==> src/common/uart_consts.svh <==
`ifndef UART_CONSTS_SVH
`define UART_CONSTS_SVH

// width of the cpu address and data words
`define UART_BUS_BITS 32

// top address bits compared by the peripheral decoder
`define UART_AWIDTH 8

// decoded value of those top bits
`define UART_ADDR 8'h40

// clock cycles per serial bit
`define UART_BAUD_DIVIDE 16

// data bits per character
`define UART_DATA_BITS 8

// start bit, data bits and one stop bit
`define UART_FRAME_BITS 10

`endif

==> src/common/uart_pkg.sv <==
`include "uart_consts.svh"

package uart_pkg;

    // cpu data bus, wishbone style
    typedef logic [`UART_BUS_BITS-1:0]   wb_adr_t;
    typedef logic [`UART_BUS_BITS-1:0]   wb_dat_t;
    typedef logic [`UART_BUS_BITS/8-1:0] wb_sel_t; // one strobe per byte lane

    // one character on the serial line
    typedef logic [`UART_DATA_BITS-1:0] uart_byte_t;

    // serializer shift register, lsb goes out first
    // layout is {stop, data[7:0], start}
    typedef logic [`UART_FRAME_BITS-1:0] uart_frame_t;

endpackage

==> src/logic/chip_select.sv <==
`timescale 1ns/1ps

module chip_select #(
    parameter int               WIDTH = 8,
    parameter logic [WIDTH-1:0] ADDR  = '0
) (
    input  logic             ck,
    input  logic             rst,
    input  logic [WIDTH-1:0] addr,
    input  logic             wb_cyc,
    output logic             cyc,
    output logic             ack
);

    logic ack_q; // selected on the previous cycle

    // slave is addressed for as long as the master holds the cycle
    assign cyc = wb_cyc & (addr == ADDR);

    always_ff @(posedge ck) begin
        if (rst) begin
            ack_q <= 1'b0;
        end else begin
            ack_q <= cyc;
        end
    end

    // drop together with cyc so a finished cycle never sees a stale ack
    assign ack = ack_q & cyc;

endmodule

==> src/uart/uart_baud.sv <==
`timescale 1ns/1ps
`include "uart_consts.svh"

module uart_baud #(
    parameter int DIVIDE = `UART_BAUD_DIVIDE
) (
    input  logic ck,
    input  logic rst,
    output logic baud_ck
);

    // a divide of 1 still needs a one bit counter
    localparam int CNT_W = (DIVIDE > 1) ? $clog2(DIVIDE) : 1;
    localparam logic [CNT_W-1:0] LAST = CNT_W'(DIVIDE - 1);

    logic [CNT_W-1:0] cnt; // cycles since the last strobe

    always_ff @(posedge ck) begin
        if (rst) begin
            cnt     <= '0;
            baud_ck <= 1'b0;
        end else if (cnt == LAST) begin
            cnt     <= '0;
            baud_ck <= 1'b1; // wrap, one cycle strobe
        end else begin
            cnt     <= cnt + 1'b1;
            baud_ck <= 1'b0;
        end
    end

    // strobes are isolated pulses unless every cycle is a bit time
    a_baud_single: assert property (
        @(posedge ck) disable iff (rst)
        (DIVIDE > 1) && baud_ck |=> !baud_ck
    ) else $error("baud_ck high on two consecutive cycles");

    // the next strobe comes a full bit time later
    a_baud_period: assert property (
        @(posedge ck) disable iff (rst)
        (DIVIDE > 1) && baud_ck |-> ##DIVIDE baud_ck
    ) else $error("baud_ck period differs from DIVIDE");

endmodule

==> src/uart/uart_tx.sv <==
`timescale 1ns/1ps
`include "uart_consts.svh"

module uart_tx
    import uart_pkg::*;
(
    input  logic       ck,
    input  logic       rst,
    input  logic       baud_ck,
    input  uart_byte_t data,
    input  logic       we,
    output logic       ready,
    output logic       tx
);

    localparam int FRAME_W = $bits(uart_frame_t);
    localparam int CNT_W   = $clog2(`UART_FRAME_BITS);

    uart_frame_t      shift; // bits still to go out
    logic [CNT_W-1:0] count; // strobes left before the stop bit shows
    logic             load;

    assign load = we & ready;

    always_ff @(posedge ck) begin
        if (rst) begin
            shift <= '1;
            count <= '0;
            ready <= 1'b1;
            tx    <= 1'b1; // line idles high
        end else begin
            if (baud_ck) begin
                shift <= {1'b1, shift[FRAME_W-1:1]}; // refill with idle ones
                tx    <= shift[0];
                if (count != '0) begin
                    count <= count - 1'b1;
                end
                // true on the strobe that puts the stop bit on the line
                ready <= (count == '0);
            end

            // a load wins over a strobe in the same cycle
            if (load) begin
                shift <= {1'b1, data, 1'b0}; // stop, data, start
                count <= CNT_W'(`UART_FRAME_BITS - 1);
                ready <= 1'b0;
            end
        end
    end

    // an idle serializer with nothing to send keeps the line high
    a_tx_idle_high: assert property (
        @(posedge ck) disable iff (rst)
        ready && !we |=> ready && tx
    ) else $error("tx low or ready lost while idle, tx=%h", tx);

    // ready only drops because a character was taken
    a_tx_load_only: assert property (
        @(posedge ck) disable iff (rst)
        $fell(ready) |-> $past(we)
    ) else $error("ready fell without a write strobe");

endmodule

==> src/uart/uart_periph.sv <==
`timescale 1ns/1ps
`include "uart_consts.svh"

module uart_periph
    import uart_pkg::*;
#(
    parameter logic [`UART_AWIDTH-1:0] ADDR = `UART_ADDR
) (
    input  logic    ck,
    input  logic    rst,
    input  wb_adr_t wb_adr,
    input  wb_dat_t wb_dat,
    input  wb_sel_t wb_sel, // byte lanes not decoded
    input  logic    wb_we,
    input  logic    wb_cyc,
    input  logic    baud_ck,
    output wb_dat_t rdt,
    output logic    ack,
    output logic    tx,
    output logic    busy
);

    localparam int ADR_TOP = $bits(wb_adr_t) - 1;

    logic sel_cyc;   // bus cycle addressed to this peripheral
    logic cs_ack;    // registered acknowledge from the decoder
    logic ready;     // serializer can take a character
    logic was_ready; // serializer state seen just before the access

    chip_select #(
        .WIDTH (`UART_AWIDTH),
        .ADDR  (ADDR)
    ) u_cs (
        .ck     (ck),
        .rst    (rst),
        .addr   (wb_adr[ADR_TOP -: `UART_AWIDTH]),
        .wb_cyc (wb_cyc),
        .cyc    (sel_cyc),
        .ack    (cs_ack)
    );

    uart_tx u_tx (
        .ck      (ck),
        .rst     (rst),
        .baud_ck (baud_ck),
        .data    (wb_dat[`UART_DATA_BITS-1:0]),
        .we      (sel_cyc & wb_we),
        .ready   (ready),
        .tx      (tx)
    );

    // track ready between accesses and freeze it once selected,
    // so the acknowledge path is fixed for the whole access
    always_ff @(posedge ck) begin
        if (rst) begin
            was_ready <= 1'b1;
        end else if (!sel_cyc) begin
            was_ready <= ready;
        end
    end

    // idle serializer: normal one cycle ack from the decoder
    // busy serializer: hold off until ready returns, write lands then
    assign ack = sel_cyc & (was_ready ? cs_ack : ready);

    // status word, only ready in bit 0
    assign rdt = (sel_cyc & ~wb_we) ? wb_dat_t'(ready) : '0;

    assign busy = ~ready;

    a_ack_in_cyc: assert property (
        @(posedge ck) disable iff (rst)
        ack |-> wb_cyc
    ) else $error("ack high without wb_cyc, adr=%h", wb_adr);

    // a write acknowledged while the serializer was busy must start a frame
    a_ack_takes_write: assert property (
        @(posedge ck) disable iff (rst)
        ack && wb_we && !was_ready |=> busy
    ) else $error("back-pressured write acknowledged but not taken");

endmodule

==> src/logic/uart_subsys.sv <==
`timescale 1ns/1ps
`include "uart_consts.svh"

module uart_subsys
    import uart_pkg::*;
#(
    parameter logic [`UART_AWIDTH-1:0] ADDR   = `UART_ADDR,
    parameter int                      DIVIDE = `UART_BAUD_DIVIDE
) (
    input  logic    ck,
    input  logic    rst,
    // cpu data bus
    input  wb_adr_t wb_adr,
    input  wb_dat_t wb_dat,
    input  wb_sel_t wb_sel,
    input  logic    wb_we,
    input  logic    wb_cyc,
    output wb_dat_t rdt,
    output logic    ack,
    // serial line and status
    output logic    tx,
    output logic    busy
);

    logic baud_ck; // one pulse per bit time

    uart_baud #(
        .DIVIDE (DIVIDE)
    ) u_baud (
        .ck      (ck),
        .rst     (rst),
        .baud_ck (baud_ck)
    );

    uart_periph #(
        .ADDR (ADDR)
    ) u_periph (
        .ck      (ck),
        .rst     (rst),
        .wb_adr  (wb_adr),
        .wb_dat  (wb_dat),
        .wb_sel  (wb_sel),
        .wb_we   (wb_we),
        .wb_cyc  (wb_cyc),
        .baud_ck (baud_ck),
        .rdt     (rdt),
        .ack     (ack),
        .tx      (tx),
        .busy    (busy)
    );

endmodule

==> config.mk <==
export PLATFORM = sky130hd
export DESIGN_NAME = uart_subsys
export DESIGN_NICKNAME = d
export VERILOG_FILES = /design/src/common/uart_pkg.sv /design/src/logic/chip_select.sv /design/src/uart/uart_baud.sv /design/src/uart/uart_tx.sv /design/src/uart/uart_periph.sv /design/src/logic/uart_subsys.sv
export VERILOG_INCLUDE_DIRS = /design/src /design/src/common
export SDC_FILE = /design/constraint.sdc
export NUM_CORES = 1
export LEC_CHECK = 0
export ABC_CLOCK_PERIOD_IN_PS = 1300
export BUFFER_PORTS_ARGS = -buffer_cell sky130_fd_sc_hd__clkbuf_2
export CAP_MARGIN = 5
export CELL_PAD_IN_SITES_DETAIL_PLACEMENT = 0
export CELL_PAD_IN_SITES_GLOBAL_PLACEMENT = 1
export CORE_ASPECT_RATIO = 1.5
export CORE_MARGIN = 2
export CORE_UTILIZATION = 24
export CTS_BUF_LIST = sky130_fd_sc_hd__clkbuf_2
export DETAILED_ROUTE_END_ITERATION = 10
export PLACE_DENSITY = 0.79
export RECOVER_POWER = 50
export SLEW_MARGIN = 25
export SYNTH_ARGS = -nofsm -noshare
export SYNTH_HDL_FRONTEND = slang
export SYNTH_SLANG_ARGS = --single-unit
==> constraint.sdc <==
create_clock -name ck -period 1.3 [get_ports ck]
set_input_delay 0.065 -clock ck [delete_from_list [all_inputs] [get_ports ck]]
set_output_delay 0.065 -clock ck [all_outputs]
set_load 0.005 [all_outputs]
Yosys cells after proc, flatten, opt, wreduce, memory -nomap -nowiden
Cells that the tools add are included.

Mux-type cells: 10. Reduce and logical (&&, ||, !) cells: 8. Add/subtract/negate cells: 2. Bitwise operators: 8. Eq/ne operators: 2.

Operator list (number): two-way mux 9 bit (2); two-way mux 4 bit (3); == test 8 x 7 -> 1 bit (second input constant) (1); AND 1 bit (6); two-way mux 1 bit (5); adder 4 x 1 -> 4 bit (second input constant) (1); == test 4 bit (second input constant) (1); zero test 4 bit (1); AND reduction 2 bit (2); nonzero test 2 bit (2); nonzero test 4 bit (1); OR reduction 2 bit (2); subtractor 4 x 1 -> 4 bit (second input constant) (1); NOT 1 bit (2).

Bits in registers: 22. Output and inout bits: 35. Input bits: 72.

Longest topological paths before layout
Gate-level depths: netlist (run 1).

Depth in word-level cells: 6. Mapped depth: 6. Gate-level depth less buffers: 6.

Hierarchy
A second synthesis (run 1) with hierarchy kept.

Cell total of the unflattened synthesis: 144. Area, all modules: 1277.5 µm².

Modules (own cells, without submodules): uart_tx (sequential area each 300.3 µm², area each 703.2 µm², cells an instance 77, times used 1); uart_periph (sequential area each 20.0 µm², area each 310.3 µm², cells an instance 42, times used 1); uart_baud (sequential area each 100.1 µm², area each 188.9 µm², cells an instance 17, times used 1); chip_select (sequential area each 20.0 µm², area each 75.1 µm², cells an instance 8, times used 1).

Least setup slack after synthesis (run 1)
Ideal clock, no wire load.

Path kind: reg2reg. From: reg u_periph.u_tx.count[0]. To: reg u_periph.u_tx.count[1]. Required time: 1186 ps. Slack: -74 ps. Buffers on the path: 0. Setup time: 114 ps. Stages on the path, launching flop included: 7. Data arrival time: 1260 ps. Cell sequence: dfxtp_1 > inv_1 > ha_1 > nor3b_1 > nor2b_1 > nor2_1 > a2111oi_0.

Longest elaborated chain between the ends: 2. Elaborated cells between the ends (all ways): 3. Those cells by class: 1 x add/sub; 2 x reduce/logical.

RTL lines: start, declared (RTL line uart_tx.sv:20) `logic [CNT_W-1:0] count;`; start signal, assigned (RTL line uart_tx.sv:36) `count <= count - 1'b1;`; start signal, assigned (RTL line uart_tx.sv:45) `` count <= CNT_W'(`UART_FRAME_BITS - 1); ``; parallel branches: the longest is 2 deep, another holds subtractor 4 x 1 -> 4 bit.

Several ways; the timed one is not identified. A chain may end at the register's enable or synchronous reset.

Final worst setup path (run 1)
From: reg u_periph.u_tx.count[1]. To: reg u_periph.u_tx.count[3].

Longest elaborated chain between the ends: 4. Elaborated cells between the ends (all ways): 7. Those cells by class: 1 x add/sub; 3 x mux; 3 x reduce/logical.

RTL lines: subtractor 4 x 1 -> 4 bit (RTL line uart_tx.sv:36); two-way mux 4 bit (RTL line uart_tx.sv:35) `if (count != '0) begin`; two-way mux 4 bit (RTL line uart_tx.sv:32) `if (baud_ck) begin`; two-way mux 4 bit (RTL line uart_tx.sv:43) `if (load) begin`.

Parallel ways exist; a longest one is shown, timed or not. The select of a mux whose other input is x is not followed.

==> metrics.md, run 1 <==
| Metric | Value |
|---|---|
| Fillers | `576` |
| Port Buf Inserts | `23` |
| Clock tree buffer depth | `2` |
| First-pass GRT wire length | `3.84 mm` |
| Clk root buf | `clkbuf_2` |
| Core area | `5120 um^2` |
| Mapped cell area | `1270 um^2` |
| CTS Buf Count | `3` |
| P&R area growth vs syn | `19.6%` |
| Vias in the first global route | `911` |
| Worst VDD drop | `0.458 mV` |
| Most Crowded Layer GR | `met2` |
| Antenna-violating nets left | `0` |
| Pwr per Cell Area | `843 nW/um^2` |
| Die area | `5900 um^2` |
| GRT Total Usage | `0.0794` |
| Crit-path max FO | `2` |
| CTS Sinks | `22` |
| Worst-path clk slew | `0.22 ns` |
| Final Cycle Share | `1.03` |
| Leakage power of the design | `0.634 nW` |
| Syn Inst Count | `141` |
| Row cnt | `32` |
| Logic pwr share | `0.090` |
| N_diodes | `0` |
| Design Power | `1.28 mW` |
| Nets@finish | `253` |
| Die width | `63.4 um` |
| Startpoint Class | `flop` |
| Setup crit end kind | `flop` |
| Commonest cells after routing, fill and taps aside | `conb_1 (31), clkbuf_2 (25), dfxtp_1 (20), nor2_1 (15), mux2i_1 (11)` |
| Routing usage on met3 | `0.0108` |
| R2r setup slk | `-0.04 ns` |
| Met2 Use GR | `0.144` |
| Yosys top cell by area | `dfxtp_1` |
| Most common cell after layout, fill and taps aside | `conb_1` |
| Distinct cells, synth | `28` |
| Area contributors post-synth | `dfxtp_1 (35%), buf_4 (18%), mux2i_1 (8.7%), nor2b_1 (4.9%), nor2_1 (4.4%)` |
| HPWL after detailed placement | `1.53 mm` |
| Grt ovf | `0` |
| H-tree depth | `1` |
| Clock Latency Late Sink | `0.32 ns` |
| Sequential share of power | `0.540` |
| Synth Flop Type | `dfxtp_1` |
| Violated checks | `negative setup slack` |
| DR DRC count | `0` |
| GP Congestion | `0.720` |
| Sequential Area | `443 um^2` |
| Post-layout minimum cycle time | `1.34 ns` |
| Routed wire per std cell | `8.50 um` |
| Initial Util | `0.248` |
| Async set-reset flop share out of synthesis | `0` |
| Max Cap Viol | `0` |
| Crit path required time | `1.55 ns` |
| Hold crit path type | `in2reg` |
| Crit Path Category | `reg2reg` |
| Maximum achievable frequency | `745 MHz` |
| Seq cells post-synth | `22` |
| Final setup violation count | `2` |
| Share of the synthesized area in the top cell type | `0.347` |
| Worst slack, placed | `-0.0956 ns` |
| Initial antenna violation count | `0` |
| Synth warnings | `0` |
| Pin count of the biggest net entering global routing | `26` |
| Int Pwr | `1.00 mW` |
| Register area share after synthesis | `0.347` |
| Status | `finished with violations` |
| Global Route met1 Usage | `0.0902` |
| Initial DRC count | `11` |
| Final Hold Vio Count | `0` |
| # IOs | `107` |
| Worst Path Arrival | `1.60 ns` |
| Vias | `946` |
| Final Max Slew Viols | `0` |
| Layout cells sized above 1 | `0.247` |
| RSZ-0062 raised after global routing | `true` |
| Die Ht | `93.1 um` |
| Worst setup slack after layout | `-0.0423 ns` |
| Switching share of power | `0.215` |
| Area of the multi-input gates | `664 um^2` |
| CTS tree | `built` |
| Post-synth EDFFs | `0` |
| Vias per inst | `3.85` |
| Clock Skews | `0.0197 ns` |
| Net Switching | `0.275 mW` |
| Synth Area per Inst | `9.00 um^2` |
| Final WL | `2.09 mm` |
| DR pass1 iterations | `3` |
| Clock share of power | `0.369` |
-- metrics by stage --
stage	cells	setup TNS, ns	hold slack, ns	utilization	instance area, um^2
after detailed placement	234	-0.127	0.324	0.273	1400
after global routing	246	-0.420	0.193	0.296	1520
final	246	-0.0582	0.166	0.296	1520
after CTS	246	-0.112	0.0979	0.302	1550
after global placement	234	-0.0446	0.318	0.273	1400
after floorplan	171	0	0.156	-	1390
-- routing by layer --
layer  part of all wire  wire (um)
met1               0.42        871
met2               0.52       1090
met5                  0          0
met3              0.050        104
met4              0.011         23
-- path summary, 6_finish.rpt --
check,from,to,cells past startpoint
worst max-delay path,u_periph.u_tx.count[1],u_periph.u_tx.count[3],5
worst max register to register,u_periph.u_tx.count[1],u_periph.u_tx.count[3],5
worst min-delay path,wb_we,u_periph.u_tx.count[0],4
worst min register to register,u_periph.u_tx.shift[0],u_periph.u_tx.tx,1
-- Yosys cell counts (3+ instances only) --
cell,n
a21oi_1,7
nor2_1,15
dfxtp_1,22
nor3b_1,3
clkbuf_1,3
nor2b_1,10
buf_4,31
a211oi_1,7
nor3_1,6
inv_1,4
mux2i_1,11
-- state kept, by name, indices dropped and copies added (netlist names) --
name	flops
u_baud.cnt	4
u_periph.u_tx.ready	1
u_periph.u_cs.ack_q	1
u_baud.baud_ck	1
u_periph.was_ready	1
u_periph.u_tx.count	4
u_periph.u_tx.shift	9
u_periph.u_tx.tx	1
-- what timing repair did --
item                                    4_1_cts  5_1_grt
hold buffers                                  8        0
endpoints found under the setup margin        3        5
setup buffers                                 0        0
endpoints found under the hold margin         8        0
resized for setup                             6        1
pin swaps                                     3        2
-- power by group through the flow --
stage,Clock (mW),Combinational (mW),Sequential [mW]
global route,0.513,0.134,0.695
CTS,0.492,0.119,0.692
global placement,0,0.0990,0.704
finish,0.473,0.116,0.692
floorplan,0,0.127,0.703
detailed placement,0,0.0995,0.705
-- final cells by class --
| class | count | share of cell area |
|---|---|---|
| clock buffer | 3 | 0.00989 |
| clock inverter | 1 | 0.0198 |
| inverter | 4 | 0.00989 |
| multi-input combinational | 108 | 0.438 |
| sequential | 22 | 0.292 |
| tap | 68 | 0.0561 |
| timing repair buffer | 40 | 0.175 |
-- kinds of logic (layout without fill, tap and decap cells) --
kind of cell | Yosys count | after routing | synth area share
flops | 22 | 22 | 0.347
simple gates | 43 | 43 | 0.210
fa+ha+maj | 2 | 2 | 0.0197
compound gates | 19 | 19 | 0.0986
buf+inv | 41 | 48 | 0.221
xor+xnor | 2 | 2 | 0.0138
mux | 11 | 11 | 0.0868
other cells | 1 | 31 | 0.00296
-- critical path, stage by stage, from the launching register on --
cell,delay [ns]
dfxtp_2,0.37
buf_6,0.11
or4b_4,0.48
nor3_2,0.12
a21oi_1,0.06
a21oi_1,0.13
Power figures use the tool's default switching activity.
==> inputs of run 2 (changes only) <==
--- a/config.mk
+++ b/config.mk
@@ -13,11 +13,11 @@
 export CELL_PAD_IN_SITES_GLOBAL_PLACEMENT = 1
 export CORE_ASPECT_RATIO = 1.5
 export CORE_MARGIN = 2
-export CORE_UTILIZATION = 24
-export CTS_BUF_LIST = sky130_fd_sc_hd__clkbuf_2
+export CORE_UTILIZATION = 23
 export DETAILED_ROUTE_END_ITERATION = 10
-export PLACE_DENSITY = 0.79
+export PLACE_DENSITY = 0.76
 export RECOVER_POWER = 50
+export SKIP_CTS_REPAIR_TIMING = 1
 export SLEW_MARGIN = 25
 export SYNTH_ARGS = -nofsm -noshare
 export SYNTH_HDL_FRONTEND = slang
==> run 2 against run 1 <==
Net effect:
- the run now ends clean
- non-clock buffer count down 8
- flip-flop and latch count unchanged
- first-iteration DRC count shrank 36%
- critical path type unchanged
- largest power group unchanged
- highest routed layer unchanged
==> metrics.md, run 2 (same netlist as run 1, synthesis figures left out) <==
| Metric | Value |
|---|---|
| Status | `completed` |
| Final setup violation count | `0` |
| Largest regs | `u_periph.u_tx.shift: 9 flops, u_baud.cnt: 4 flops, u_periph.u_tx.count: 4 flops` |
| Die width | `64.6 um` |
| Worst Path Arrival | `1.41 ns` |
| Actual slew at the worst max-slew pin | `0.550 ns` |
| GP Congestion | `0.688` |
| Crit-path max FO | `3` |
| Sequential share of power | `0.544` |
| Max reg flops | `9` |
| Maximum achievable frequency | `776 MHz` |
| Design Power | `1.27 mW` |
| HPWL after detailed placement | `1.58 mm` |
| Rel. slew slack | `0.633` |
| Crit Path Category | `reg2reg` |
| Worst slack, placed | `-0.141 ns` |
| Core area | `5410 um^2` |
| Final WL | `2.15 mm` |
| Net Switching | `0.276 mW` |
| N_diodes | `0` |
| Nets@finish | `245` |
| Worst VDD drop | `0.417 mV` |
| Logic pwr share | `0.077` |
| Initial antenna violation count | `0` |
| Int Pwr | `0.991 mW` |
| Die area | `6140 um^2` |
| Worst-path clk slew | `0.08 ns` |
| Port Buf Inserts | `23` |
| Clock tree buffer depth | `2` |
| RSZ-0062 raised after global routing | `true` |
| Row cnt | `33` |
| Hold crit path type | `in2reg` |
| Startpoint Class | `flop` |
| Final Cycle Share | `0.991` |
| Grt ovf | `0` |
| Worst setup slack after layout | `0.0116 ns` |
| H-tree depth | `1` |
| Pin count of the biggest net entering global routing | `29` |
| Initial Util | `0.235` |
| GRT Total Usage | `0.0710` |
| Clock Skews | `0.00134 ns` |
| First-pass GRT wire length | `3.46 mm` |
| CTS Sinks | `22` |
| Clock Latency Late Sink | `0.26 ns` |
| Pwr per Cell Area | `862 nW/um^2` |
| Fin util | `0.272` |
| Final Max Slew Viols | `0` |
| CTS Buf Count | `3` |
| Vias in the first global route | `836` |
| Clock share of power | `0.380` |
| Antenna-violating nets left | `0` |
| Routed wire per std cell | `8.98 um` |
| DR DRC count | `0` |
| Leakage power of the design | `0.604 nW` |
| Initial DRC count | `7` |
| CTS tree | `built` |
| Biggest register | `u_periph.u_tx.shift` |
| Vias | `921` |
| Layout cells sized above 1 | `0.271` |
| Crit path required time | `1.42 ns` |
| Switching share of power | `0.218` |
| Max Cap Viol | `0` |
| Final Hold Vio Count | `0` |
| P&R area growth vs syn | `15.9%` |
| Most common cell after layout, fill and taps aside | `conb_1` |
| DR pass1 iterations | `4` |
| Vias per inst | `3.84` |
| Setup crit end kind | `flop` |
| Commonest cells after routing, fill and taps aside | `conb_1 (31), clkbuf_2 (21), dfxtp_1 (20), nor2_1 (14), mux2i_1 (11)` |
| Clk root buf | `clkbuf_8` |
| Post-layout minimum cycle time | `1.29 ns` |
| Die Ht | `95.0 um` |
| # IOs | `107` |
## run 2: cell types whose count changed in the layout (fill, tap and decap cells not counted), sizes merged
cell and change:
dlygate4sd3 -8, clkbuf +2, buf -1, bufinv -1
## run 2: through the flow
step	instance area (um^2)	hold slack, ns	cells	TNS, ns
after CTS	1460	0.0559	240	-0.264
after global placement	1400	0.319	236	-0.0657
after floorplan	1390	0.156	171	0
final	1470	0.0600	240	0
after global routing	1470	0.0655	240	-0.210
after detailed placement	1400	0.332	236	-0.197
## run 2: cell type report
class	count	area, um^2
clock buffer	4	55.1
fill	591	3940
inverter	4	15.0
multi-input combinational	108	689
sequential	22	443
tap	70	87.6
timing repair buffer	32	180
## run 2: layer usage
layer	GRT usage	up-vias	part of all wire
li1	-	471	-
met1	0.0699	414	0.39
met2	0.136	32	0.52
met3	0.0191	4	0.072
met4	0.0319	0	0.014
met5	0	-	0
## run 2: worst paths after layout
check | startpoint | endpoint | slack [ns] | cells past startpoint
setup / recovery | u_periph.u_tx.count[0] | u_periph.u_tx.count[0] | 0.01 | 6
hold / removal | wb_dat[0] | u_periph.u_tx.shift[1] | 0.06 | 3
setup reg to reg | u_periph.u_tx.count[0] | u_periph.u_tx.count[0] | 0.01 | 6
hold reg to reg | u_periph.u_tx.shift[0] | u_periph.u_tx.tx | 0.47 | 1
## run 2: critical path: stages (launching register included)
cell and delay (ns):
dfxtp_2 0.36, inv_2 0.05, ha_4 0.15, nor3b_4 0.15, nor2b_2 0.20, xnor2_1 0.15, a21oi_1 0.08
## run 2: power groups by stage
stage / Clock (mW) / Sequential, mW / Combinational, mW
final: 0.481 / 0.689 / 0.0971
after global routing: 0.522 / 0.691 / 0.114
after CTS: 0.500 / 0.689 / 0.0998
after detailed placement: 0 / 0.705 / 0.0995
after global placement: 0 / 0.704 / 0.0986
after floorplan: 0 / 0.703 / 0.127
